[src/design/dcache_pkg.sv]
// geometry is fixed at 64 lines of 16 bytes with 32-bit words; widths below must stay consistent
package dcache_pkg;

    // ******************************************************************
    // widths
    // ******************************************************************

    localparam int unsigned addr_w     = 32;
    localparam int unsigned word_w     = 32;
    localparam int unsigned be_w       = word_w / 8;
    localparam int unsigned byte_off_w = $clog2(be_w);
    localparam int unsigned line_words = 4;
    localparam int unsigned line_w     = line_words * word_w;
    localparam int unsigned offset_w   = $clog2(line_w / 8);
    localparam int unsigned index_w    = 6;
    localparam int unsigned tag_w      = addr_w - index_w - offset_w;

    // ******************************************************************
    // types
    // ******************************************************************

    typedef logic [addr_w-1:0]  addr_t;
    typedef logic [word_w-1:0]  word_t;
    typedef logic [be_w-1:0]    be_t;
    typedef logic [line_w-1:0]  line_t;
    typedef logic [index_w-1:0] index_t;
    typedef logic [tag_w-1:0]   tag_t;

    // one tag store entry, the valid bit sits on top so a zeroed entry is invalid
    typedef struct packed {
        logic valid;
        logic dirty;
        tag_t tag;
    } tag_entry_t;

    typedef enum logic [2:0] {
        IDLE, LOOKUP, WB_REQ, WB_WAIT, FILL_REQ, FILL_WAIT
    } ctrl_state_t;

    // ******************************************************************
    // address and line helpers
    // ******************************************************************

    function automatic tag_t addr_tag(addr_t addr);
        return addr[addr_w-1 -: tag_w];
    endfunction

    function automatic index_t addr_index(addr_t addr);
        return addr[offset_w +: index_w];
    endfunction

    // the low byte-offset bits are ignored, loads are always whole aligned words
    function automatic word_t line_word(line_t line, logic [offset_w-1:0] offset);
        return line[offset[offset_w-1:byte_off_w]*word_w +: word_w];
    endfunction

    // only the bytes with their enable set are taken from wdata
    function automatic line_t line_merge(line_t line, logic [offset_w-1:0] offset,
                                         word_t wdata, be_t be);
        line_t res;
        word_t w;
        res = line;
        w = line_word(line, offset);
        for (int b = 0; b < be_w; b++) begin
            if (be[b]) begin
                w[b*8 +: 8] = wdata[b*8 +: 8];
            end
        end
        res[offset[offset_w-1:byte_off_w]*word_w +: word_w] = w;
        return res;
    endfunction

endpackage

[src/design/dcache_port_arbiter.sv]
// load always wins over store; grants only while accept_i is high and requests must hold until granted
`timescale 1ns/1ps

module dcache_port_arbiter (
    input  logic              clk_i,
    input  logic              rst_ni,
    input  logic              accept_i,
    input  logic              ld_req_i,
    input  dcache_pkg::addr_t ld_addr_i,
    input  logic              st_req_i,
    input  dcache_pkg::addr_t st_addr_i,
    input  dcache_pkg::word_t st_wdata_i,
    input  dcache_pkg::be_t   st_be_i,
    output logic              ld_gnt_o,
    output logic              st_gnt_o,
    output logic              start_o,
    output dcache_pkg::addr_t start_addr_o,
    output logic              cur_is_store_o,
    output dcache_pkg::addr_t cur_addr_o,
    output dcache_pkg::word_t cur_wdata_o,
    output dcache_pkg::be_t   cur_be_o
);

    // ******************************************************************
    // selection
    // ******************************************************************

    // a pending store is held off for as long as a load is requested
    assign ld_gnt_o = accept_i & ld_req_i;
    assign st_gnt_o = accept_i & st_req_i & ~ld_req_i;
    assign start_o  = ld_gnt_o | st_gnt_o;

    // the stores start their read with this address in the grant cycle
    assign start_addr_o = ld_req_i ? ld_addr_i : st_addr_i;

    // ******************************************************************
    // request in service
    // ******************************************************************

    always_ff @(posedge clk_i) begin
        if (!rst_ni) begin
            cur_is_store_o <= 1'b0;
        end else if (start_o) begin
            cur_is_store_o <= st_gnt_o;
        end
    end

    // store data and enables are sampled together with the grant
    always_ff @(posedge clk_i) begin
        if (start_o) begin
            cur_addr_o  <= start_addr_o;
            cur_wdata_o <= st_wdata_i;
            cur_be_o    <= st_be_i;
        end
    end

endmodule

[config.mk]
export PLATFORM = sky130hd
export DESIGN_NAME = dcache_port_arbiter
export DESIGN_NICKNAME = d
export VERILOG_FILES = /design/src/design/dcache_pkg.sv /design/src/design/dcache_port_arbiter.sv
export SDC_FILE = /design/constraint.sdc
export NUM_CORES = 1
export LEC_CHECK = 0
export ABC_AREA = 1
export ABC_CLOCK_PERIOD_IN_PS = 6760
export BUFFER_PORTS_ARGS = -buffer_cell sky130_fd_sc_hd__buf_4
export CAP_MARGIN = 20
export CORE_MARGIN = 8
export CORE_UTILIZATION = 39
export DETAILED_ROUTE_END_ITERATION = 8
export GPL_TIMING_DRIVEN = 0
export PLACE_DENSITY = 0.85
export SLEW_MARGIN = 5
export SYNTH_ARGS = -nofsm -noshare
export SYNTH_HDL_FRONTEND = slang
export SYNTH_SLANG_ARGS = --single-unit
[constraint.sdc]
create_clock -name clk_i -period 6.76 [get_ports clk_i]
set_input_delay 0.338 -clock clk_i [delete_from_list [all_inputs] [get_ports clk_i]]
set_output_delay 0.338 -clock clk_i [all_outputs]
set_load 0.005 [all_outputs]
==> flow_metrics.tcl <==
set metrics [dict create \
    run_status "finished clean" \
    critical_path_arrival_ps 1320 \
    clk_pin_slew_ps 70 \
    syn_avg_cell_area_um2 14.6 \
    synth_nets 286 \
    grt_pass1_vias 2477 \
    slew_violations 0 \
    via_per_inst 4.61 \
    yosysUniqueCellTypes 13 \
    place_ws_ps 5090 \
    portBuffers 207 \
    synth_largest_area_cell "edfxtp_1" \
    cts_tree "yes" \
    reg2reg_setup_slack_ps 6150 \
    layout.nets 506 \
    routed_wl_mm 8.57 \
    grt_pass1_wl_mm 12.6 \
    routedWlPerCell_um 17.7 \
    grt_usage_pct 17.2 \
    cts_setup_buffers 0 \
    rows 30 \
    max_cap_violations 0 \
    ant_nets 0 \
    p_int_w 0.000773 \
    power_switching_w 0.000239 \
    fin_ws_ps 5100 \
    start_util_pct 39.5 \
    netlist_instances 181 \
    leakage_nw 2.13 \
    cp-start-kind "primary input" \
    clock_path_buffers 2 \
    setup_violations 0 \
    cpPeakStageDelay_ps 390 \
    drt_iter0_markers 15 \
    die_height_um 98.3 \
    cts_hold_buf 0 \
    gr-total-overflow 0 \
    synth_seq_cells 69 \
    cp.required_ps 6420 \
    end_kind "output port" \
    via_count 2235 \
    die-area_um2 9650 \
    layout_min_cycle_time_ps 1660 \
    max_freq_mhz 603 \
    seqPwrFrac_pct 52.9 \
    antenna_cells 0 \
    peakVddDrop_v 0.0000973 \
    cts.sinks 69 \
    postCtsResizedCells 0 \
    worstMarginPinSlew_ps 425 \
    multiInputGateArea_um2 389 \
    regArea_um2 2060 \
    cp_slowest_cell "o21ai_4" \
    powerDensity_nw_per_um2 225 \
    num_io_pins 209 \
    crit_fanout 32 \
    areaGrowthSynthToFinish_pct 70.6 \
    cts_made_buffers 9 \
    hp-class "primary input to register" \
    clock_skew_ps 0 \
    worstPathCellList "buf_4, inv_1, o21ai_4, buf_12, buf_4" \
    cp_common_cell "buf_4" \
    rsz0062_at_grt "false" \
    netlist_area_um2 2640 \
    grt_max_degree 33 \
    netlist_top_cells_area "edfxtp_1 (77%), o21ai_2 (5.3%), inv_1 (5.0%)" \
    setup_tns_ps 0 \
    pwr-share-clk_pct 27.0 \
    dpl.hpwl_mm 7.07 \
    insertion_delay_ps 320 \
    pwr-share-comb_pct 20.1 \
    drive_above_1_share_pct 60.7 \
    die_w_um 98.3 \
    fillers 495 \
    switching_share_pct 23.6 \
    slew-limit-headroom_pct 71.5 \
    finalHoldViolCount 0 \
    drc 0 \
    place.gp.congestion 0.728 \
    htreeDepth 3 \
    coreArea_um2 6680 \
    ys_warn_count 0 \
    fin_crit_sh_pct 24.5 \
    path_class "primary input to output port" \
    firstDrtPassIters 4 \
    root_buffer "clkbuf_8" \
    grt_antenna_before_repair 0 \
    ys_seq_area_share_pct 78.1 \
    synth_top_area_share_pct 77.4 \
]
[layout make-up]
class	instances	share of cell area (%)
tap	80	2.22
multi-input combinational	70	8.65
inverter	35	2.92
clock buffer	10	2.84
buffer	7	1.50
timing repair buffer	209	35.4
sequential	69	45.8
clock inverter	5	0.639
[registers in the layout, summed over array words and instances (netlist names)]
| signal | count |
|---|---|
| cur_wdata_o | 32 |
| cur_addr_o | 32 |
| cur_is_store_o | 1 |
| cur_be_o | 4 |
[final timing paths]
check	endpoint	startpoint	cells past startpoint
max	start_o	accept_i	5
min	cur_wdata_o[0]	st_wdata_i[0]	1
min reg2reg	cur_is_store_o	cur_is_store_o	2
max reg2reg	cur_is_store_o	cur_is_store_o	2
[synthesized netlist by cell type (all sizes together)]
| cell | number |
|---|---|
| a21oi | 1 |
| buf | 5 |
| clkbuf | 2 |
| dfxtp | 1 |
| edfxtp | 68 |
| inv | 35 |
| nand2 | 34 |
| nor2 | 1 |
| nor3 | 1 |
| o21ai | 33 |
[cell usage in the layout, fill, tap and decap left out, types with 2 or more instances in the layout]
cell,count
buf_12,2
buf_4,207
buf_6,5
clkbuf_1,2
clkbuf_8,9
clkinv_2,2
clkinvlp_4,2
edfxtp_1,68
inv_1,35
nand2_1,34
o21ai_0,15
o21ai_2,16
[power groups by stage]
stage	sequential, W	combinational [W]	clock (W)
2_1_floorplan	0.000556	0.0000411	0
3_3_place_gp	0.000551	0.000196	0
3_5_place_dp	0.000546	0.000207	0
4_1_cts	0.000537	0.000207	0.000279
5_1_grt	0.000540	0.000219	0.000301
6_report	0.000536	0.000203	0.000273
[worst max-delay path, delay by kind of cell]
kind / cells / cell delay, ps
compound gates: 1 / 390
buf+inv: 4 / 570
[routing by layer]
layer	vias up	track usage, %	part of all wire, %
li1	1060	-	-
met1	1009	16.4	35
met2	149	30.3	52
met3	17	8.68	11
met4	0	7.56	2.4
met5	-	0	0
[cell families after synthesis]
group | synth area share, %
flops | 78.1
compound gates | 8.72
buf+inv | 7.54
simple gates | 5.60
[through the flow]
stage	total power, W	instance area (µm²)	cells	hold slack, ps	util [%]
2_1_floorplan	0.000597	2640	181	437	-
3_3_place_gp	0.000747	4290	468	458	64.3
3_5_place_dp	0.000753	4340	470	482	65.0
4_1_cts	0.00102	4500	485	169	67.4
5_1_grt	0.00106	4500	485	159	67.4
6_report	0.00101	4500	485	182	67.4
Note: power is estimated with default switching activity, not from simulation.
