### src/design/dcache_pkg.sv
// geometry is fixed at 64 lines of 16 bytes with 32-bit words; widths below must stay consistent
package dcache_pkg;

    // ******************************************************************
    // widths
    // ******************************************************************

    localparam int unsigned addr_w     = 32;
    localparam int unsigned word_w     = 32;
    localparam int unsigned be_w       = word_w / 8;
    localparam int unsigned byte_off_w = $clog2(be_w);
    localparam int unsigned line_words = 4;
    localparam int unsigned line_w     = line_words * word_w;
    localparam int unsigned offset_w   = $clog2(line_w / 8);
    localparam int unsigned index_w    = 6;
    localparam int unsigned tag_w      = addr_w - index_w - offset_w;

    // ******************************************************************
    // types
    // ******************************************************************

    typedef logic [addr_w-1:0]  addr_t;
    typedef logic [word_w-1:0]  word_t;
    typedef logic [be_w-1:0]    be_t;
    typedef logic [line_w-1:0]  line_t;
    typedef logic [index_w-1:0] index_t;
    typedef logic [tag_w-1:0]   tag_t;

    // one tag store entry, the valid bit sits on top so a zeroed entry is invalid
    typedef struct packed {
        logic valid;
        logic dirty;
        tag_t tag;
    } tag_entry_t;

    typedef enum logic [2:0] {
        IDLE, LOOKUP, WB_REQ, WB_WAIT, FILL_REQ, FILL_WAIT
    } ctrl_state_t;

    // ******************************************************************
    // address and line helpers
    // ******************************************************************

    function automatic tag_t addr_tag(addr_t addr);
        return addr[addr_w-1 -: tag_w];
    endfunction

    function automatic index_t addr_index(addr_t addr);
        return addr[offset_w +: index_w];
    endfunction

    // the low byte-offset bits are ignored, loads are always whole aligned words
    function automatic word_t line_word(line_t line, logic [offset_w-1:0] offset);
        return line[offset[offset_w-1:byte_off_w]*word_w +: word_w];
    endfunction

    // only the bytes with their enable set are taken from wdata
    function automatic line_t line_merge(line_t line, logic [offset_w-1:0] offset,
                                         word_t wdata, be_t be);
        line_t res;
        word_t w;
        res = line;
        w = line_word(line, offset);
        for (int b = 0; b < be_w; b++) begin
            if (be[b]) begin
                w[b*8 +: 8] = wdata[b*8 +: 8];
            end
        end
        res[offset[offset_w-1:byte_off_w]*word_w +: word_w] = w;
        return res;
    endfunction

endpackage

### src/design/dcache_controller.sv
// blocking controller, one request at a time; memory must answer every request with one return strobe
`timescale 1ns/1ps

module dcache_controller (
    input  logic                   clk_i,
    input  logic                   rst_ni,
    input  logic                   start_i,
    input  logic                   cur_is_store_i,
    input  dcache_pkg::addr_t      cur_addr_i,
    input  dcache_pkg::word_t      cur_wdata_i,
    input  dcache_pkg::be_t        cur_be_i,
    input  dcache_pkg::tag_entry_t tag_rdata_i,
    input  dcache_pkg::line_t      line_rdata_i,
    input  logic                   mem_ack_i,
    input  logic                   mem_rtrn_vld_i,
    input  dcache_pkg::line_t      mem_rtrn_data_i,
    output logic                   accept_o,
    output logic                   tag_en_o,
    output logic                   tag_we_o,
    output dcache_pkg::tag_entry_t tag_wdata_o,
    output logic                   data_en_o,
    output logic                   data_we_o,
    output dcache_pkg::line_t      data_wdata_o,
    output dcache_pkg::index_t     store_addr_o,
    output logic                   ld_rvalid_o,
    output dcache_pkg::word_t      ld_rdata_o,
    output logic                   miss_o,
    output logic                   mem_req_o,
    output logic                   mem_we_o,
    output dcache_pkg::addr_t      mem_addr_o,
    output dcache_pkg::line_t      mem_wdata_o
);

    // ******************************************************************
    // declarations
    // ******************************************************************

    dcache_pkg::ctrl_state_t state_q, state_d;

    // victim line and its tag, kept while the writeback is in flight
    dcache_pkg::line_t victim_line_q;
    dcache_pkg::tag_t  victim_tag_q;
    logic              capture_victim;

    // fields of the request in service
    dcache_pkg::tag_t            cur_tag;
    dcache_pkg::index_t          cur_index;
    logic [dcache_pkg::offset_w-1:0] cur_offset;
    logic                        hit;

    assign cur_tag    = dcache_pkg::addr_tag(cur_addr_i);
    assign cur_index  = dcache_pkg::addr_index(cur_addr_i);
    assign cur_offset = cur_addr_i[dcache_pkg::offset_w-1:0];

    // the tag entry read in the grant cycle is valid during LOOKUP
    assign hit = tag_rdata_i.valid && (tag_rdata_i.tag == cur_tag);

    // grants are only taken while nothing is in service
    assign accept_o = (state_q == dcache_pkg::IDLE);

    // after the grant cycle every access goes to the line of the captured request
    assign store_addr_o = cur_index;

    // a read is started by a grant, writes enable the stores on their own
    assign tag_en_o  = start_i | tag_we_o;
    assign data_en_o = start_i | data_we_o;

    // ******************************************************************
    // memory port
    // ******************************************************************

    // line-aligned addresses, the victim one while writing back
    assign mem_addr_o = (state_q == dcache_pkg::WB_REQ)
                      ? {victim_tag_q, cur_index, {dcache_pkg::offset_w{1'b0}}}
                      : {cur_tag, cur_index, {dcache_pkg::offset_w{1'b0}}};

    assign mem_wdata_o = victim_line_q;

    // ******************************************************************
    // next state and store writes
    // ******************************************************************

    always_comb begin
        state_d        = state_q;
        capture_victim = 1'b0;
        tag_we_o       = 1'b0;
        tag_wdata_o    = '0;
        data_we_o      = 1'b0;
        data_wdata_o   = '0;
        ld_rvalid_o    = 1'b0;
        ld_rdata_o     = '0;
        miss_o         = 1'b0;
        mem_req_o      = 1'b0;
        mem_we_o       = 1'b0;

        case (state_q)
            dcache_pkg::IDLE: begin
                if (start_i) begin
                    state_d = dcache_pkg::LOOKUP;
                end
            end

            dcache_pkg::LOOKUP: begin
                if (hit && !cur_is_store_i) begin
                    // load hit, the word goes out straight from the read line
                    ld_rvalid_o = 1'b1;
                    ld_rdata_o  = dcache_pkg::line_word(line_rdata_i, cur_offset);
                    state_d     = dcache_pkg::IDLE;
                end else if (hit) begin
                    // store hit merges into the line and marks it dirty
                    tag_we_o          = 1'b1;
                    tag_wdata_o.valid = 1'b1;
                    tag_wdata_o.dirty = 1'b1;
                    tag_wdata_o.tag   = cur_tag;
                    data_we_o         = 1'b1;
                    data_wdata_o      = dcache_pkg::line_merge(line_rdata_i, cur_offset,
                                                               cur_wdata_i, cur_be_i);
                    state_d           = dcache_pkg::IDLE;
                end else begin
                    miss_o = 1'b1;
                    // a dirty victim must reach memory before the fill overwrites it
                    if (tag_rdata_i.valid && tag_rdata_i.dirty) begin
                        capture_victim = 1'b1;
                        state_d        = dcache_pkg::WB_REQ;
                    end else begin
                        state_d = dcache_pkg::FILL_REQ;
                    end
                end
            end

            dcache_pkg::WB_REQ: begin
                mem_req_o = 1'b1;
                mem_we_o  = 1'b1;
                if (mem_ack_i) begin
                    state_d = dcache_pkg::WB_WAIT;
                end
            end

            dcache_pkg::WB_WAIT: begin
                if (mem_rtrn_vld_i) begin
                    state_d = dcache_pkg::FILL_REQ;
                end
            end

            dcache_pkg::FILL_REQ: begin
                mem_req_o = 1'b1;
                if (mem_ack_i) begin
                    state_d = dcache_pkg::FILL_WAIT;
                end
            end

            dcache_pkg::FILL_WAIT: begin
                if (mem_rtrn_vld_i) begin
                    // fresh line is clean unless a store lands in it right away
                    tag_we_o          = 1'b1;
                    tag_wdata_o.valid = 1'b1;
                    tag_wdata_o.dirty = cur_is_store_i;
                    tag_wdata_o.tag   = cur_tag;
                    data_we_o         = 1'b1;
                    data_wdata_o      = cur_is_store_i
                                      ? dcache_pkg::line_merge(mem_rtrn_data_i, cur_offset,
                                                               cur_wdata_i, cur_be_i)
                                      : mem_rtrn_data_i;
                    ld_rvalid_o       = ~cur_is_store_i;
                    ld_rdata_o        = dcache_pkg::line_word(mem_rtrn_data_i, cur_offset);
                    state_d           = dcache_pkg::IDLE;
                end
            end

            default: begin
                state_d = dcache_pkg::IDLE;
            end
        endcase
    end

    // ******************************************************************
    // registers
    // ******************************************************************

    always_ff @(posedge clk_i) begin
        if (!rst_ni) begin
            state_q <= dcache_pkg::IDLE;
        end else begin
            state_q <= state_d;
        end
    end

    always_ff @(posedge clk_i) begin
        if (capture_victim) begin
            victim_line_q <= line_rdata_i;
            victim_tag_q  <= tag_rdata_i.tag;
        end
    end

endmodule

### config.mk
export PLATFORM = sky130hd
export DESIGN_NAME = dcache_controller
export DESIGN_NICKNAME = d
export VERILOG_FILES = /design/src/design/dcache_pkg.sv /design/src/design/dcache_controller.sv
export SDC_FILE = /design/constraint.sdc
export NUM_CORES = 1
export LEC_CHECK = 0
export BUFFER_PORTS_ARGS = -buffer_cell sky130_fd_sc_hd__buf_2
export CORE_AREA = 8 8 273 275
export DETAILED_ROUTE_END_ITERATION = 16
export DIE_AREA = 0 0 281 283
export PLACE_DENSITY_LB_ADDON = 0.08
export SYNTH_ARGS = -nofsm -noshare
export SYNTH_HDL_FRONTEND = slang
export SYNTH_SLANG_ARGS = --single-unit
### constraint.sdc
create_clock -name clk_i -period 8.4 [get_ports clk_i]
set_input_delay 1.68 -clock clk_i [delete_from_list [all_inputs] [get_ports clk_i]]
set_output_delay 1.68 -clock clk_i [all_outputs]
set_load 0.005 [all_outputs]
==> reports/results.txt <==
status - complete, no violations
routed via count - 13100
max_slew headroom - 28.5%
top post-synthesis cells by area - edfxtp_1 (36%), mux4_2 (12%), a2bb2oi_1 (9.0%), nor2b_1 (6.5%), a21oi_1 (5.5%)
CP required - 6720 ps
number of global-route vias before repair - 14000
standard-cell rows - 98
CP endpoint kind - output pin
main flop type after synthesis - edfxtp_1
Die Y-Extent - 283 um
yosys warns - 0
type of the worst setup path - input port to output pin
setup ws final - 1410 ps
RePlAce Congestion - 0.815
chip width - 281 um
initial antenna violation count - 18
adder-cell share of the synthesized area - 0.503%
share of cells above drive strength 1 - 48.7%
largest net degree at the start of global routing - 69
Netlist Area Pre-Place - 12400 um^2
max incr delay on CP - 620 ps
RSZ-0062 raised after global routing - false
Yosys reg bits - 153
Post-CTS Setup Bufs - 0
CTS tree - yes
Vias/cell - 4.72
top-area cell type share of the netlist area - 36.2%
hold violation count in the final report - 0
clock sinks - 153
IO Port Bufs - 688
DRC errors left - 0
Gate Count Post-Synth - 1188
core area - 70500 um^2
most frequent CP cell - buf_4
worst reg2reg startpoint - state_q[1]
Nets - 2162
Root Buffer - clkbuf_16
mux share of post-synthesis cell area - 19.2%
Starting Density - 17.6%
num ports - 713
crit share post-route - 83.3%
Max Fanout on Critical Path - 28
CP max-delay cell - buf_4
final wirelength - 83900 um
xor-xnor portion of the synthesized cell area - 1.55%
DRT antenna net count - 0
Critical Path, Cell by Cell - buf_4 -> inv_1 -> ha_2 -> buf_4 -> nor4bb_4 -> nand3_2 -> buf_4 -> a2bb2oi_1 -> o21ai_1 -> buf_2
first-pass iteration count of the detailed router - 4
Reg2Reg Setup Slack - 5540 ps
Reg clk slew, reported paths - 80 ps
clock latency on the worst-skew pair - 490 ps
Synth Area in Simple Gates - 10.9%
hold_buf cts - 0
hold wc startpoint - state_q[2]
DP HPWL - 61900 um
CTS Buf Count - 17
crit-path leading delay family - buffers and inverters
DR WL/cell - 30.2 um
cell taking the most area after synthesis - edfxtp_1
Static Leak - 7.20 nW
Slew Viols, Final - 0
Post-synth EDFFs - 150
final number of setup-violating endpoints - 0
Layout area overhead - 39.0%
largest family of logic cells by synthesized area - compound AO/OA/AOI/OAI gates
Seq/Total Area, Yosys - 36.7%
CTS resizes - 0
CTS max path bufs - 2
Place WS - 1310 ps
Max IR drop VDD - 140 uV
crit path DAT - 5310 ps
Buffers & Inverters on Critical Path - 5
power density cells - 134 nW/um^2
FFs w/ async S/R, synth - 0%
worst min path class - flip-flop to flip-flop
setup TNS - 0 ps
Max Freq - 143 MHz
Yosys cell types - 46
Tot GR Track Use - 20.3%
CP Launch Point - cur_addr_i[3]
# Max-Cap Violations - 0
first-pass GRT wire length - 114000 um
Slew @ Worst Pin - 1070 ps
startpoint types - input port
grt total ovfl - 0
Die ar. - 79500 um^2
Min Clock Period, post-route - 6990 ps
H-tree Lvls - 4
initial DRC count - 873
syn avg cell area - 10.5 um^2
Synth Area in Compound Gates - 24.2%
clk_skew - 17.7 ps
==> worst register-to-register path: stages (launching register included) <==
cell	delay (ps)
dfxtp_1	430
nor2_1	230
and3_1	290
nand2_1	70
a21o_1	210
inv_6	440
buf_4	760
==> layer usage <==
layer / GRT usage [%] / vias to the layer above / wire [um]
met1: 23.5 / 6548 / 33100
met2: 35.2 / 659 / 41600
li1: - / 5751 / -
met4: 6.41 / 14 / 2250
met3: 6.55 / 134 / 6950
met5: 0 / - / 81
==> worst paths after layout <==
check | to | cells past startpoint
max reg2reg | mem_wdata_o[16] | 6
min | state_q[0] | 1
min reg2reg | state_q[0] | 1
max | data_wdata_o[20] | 10
==> where the power goes <==
part | switching (mW) | internal [mW] | total [mW] | leakage, nW
clock | 0.408 | 0.419 | 0.828 | 0.264
combinational | 0.340 | 0.265 | 0.605 | 5.56
sequential | 0.0115 | 0.870 | 0.882 | 1.38
total | 0.760 | 1.55 | 2.31 | 7.20
==> flip-flops by register name (all words and copies together), names as in the netlist <==
name,count
victim_tag_q,22
state_q,3
mem_wdata_o,128
==> layout by cell type, fill, tap and decap left out, types with 29 or more instances in the layout <==
master	count
nor2b_1	130
buf_4	29
o21ai_1	125
a2bb2oi_1	128
o21ai_0	72
mux2i_4	30
edfxtp_1	150
nand2_1	75
inv_1	34
buf_2	686
a21oi_1	132
mux4_2	64
==> layout make-up <==
cell class,instances,area [um^2]
antenna,10,25.0
clock buffer,20,447
clock inverter,12,118
fill,7708,53200
inverter,36,140
multi-input combinational,879,7130
sequential,153,4560
tap,950,1190
timing repair buffer,716,3660
==> synth_stat cells, drive strengths merged (3+ instances only) <==
cell type	count
o21ai	197
edfxtp	150
a21oi	136
nor2b	130
a2bb2oi	128
nand2	75
buf	65
mux4	64
clkbuf	58
inv	36
mux2i	32
o21a	23
mux2	22
xnor2	22
nor2	8
nand4	6
ha	5
nand3	5
nor3	5
dfxtp	3
nand2b	3
==> per-stage QoR <==
step | hold WS (ps) | total power, mW | instance area, um^2 | std cells | utilization, %
2_1_floorplan | 611 | 1.23 | 12400 | 1191 | -
3_3_place_gp | 733 | 1.51 | 16700 | 2734 | 23.7
3_5_place_dp | 717 | 1.51 | 16700 | 2734 | 23.7
4_1_cts | 749 | 2.35 | 17200 | 2766 | 24.5
5_1_grt | 763 | 2.41 | 17300 | 2769 | 24.5
6_report | 749 | 2.31 | 17300 | 2776 | 24.5
==> cells by family (layout without fill, tap and decap cells) <==
| kind of cell | count (synthesis) | after routing |
|---|---|---|
| AO/OA/AOI/OAI | 489 | 489 |
| AND/OR/NAND/NOR | 241 | 241 |
| buffers and inverters | 159 | 784 |
| flip-flops | 153 | 153 |
| multiplexers | 118 | 118 |
| XOR/XNOR | 22 | 22 |
| adder cells (fa/ha/maj) | 5 | 5 |
| other | 1 | 14 |
(Power assumes the default switching activity.)
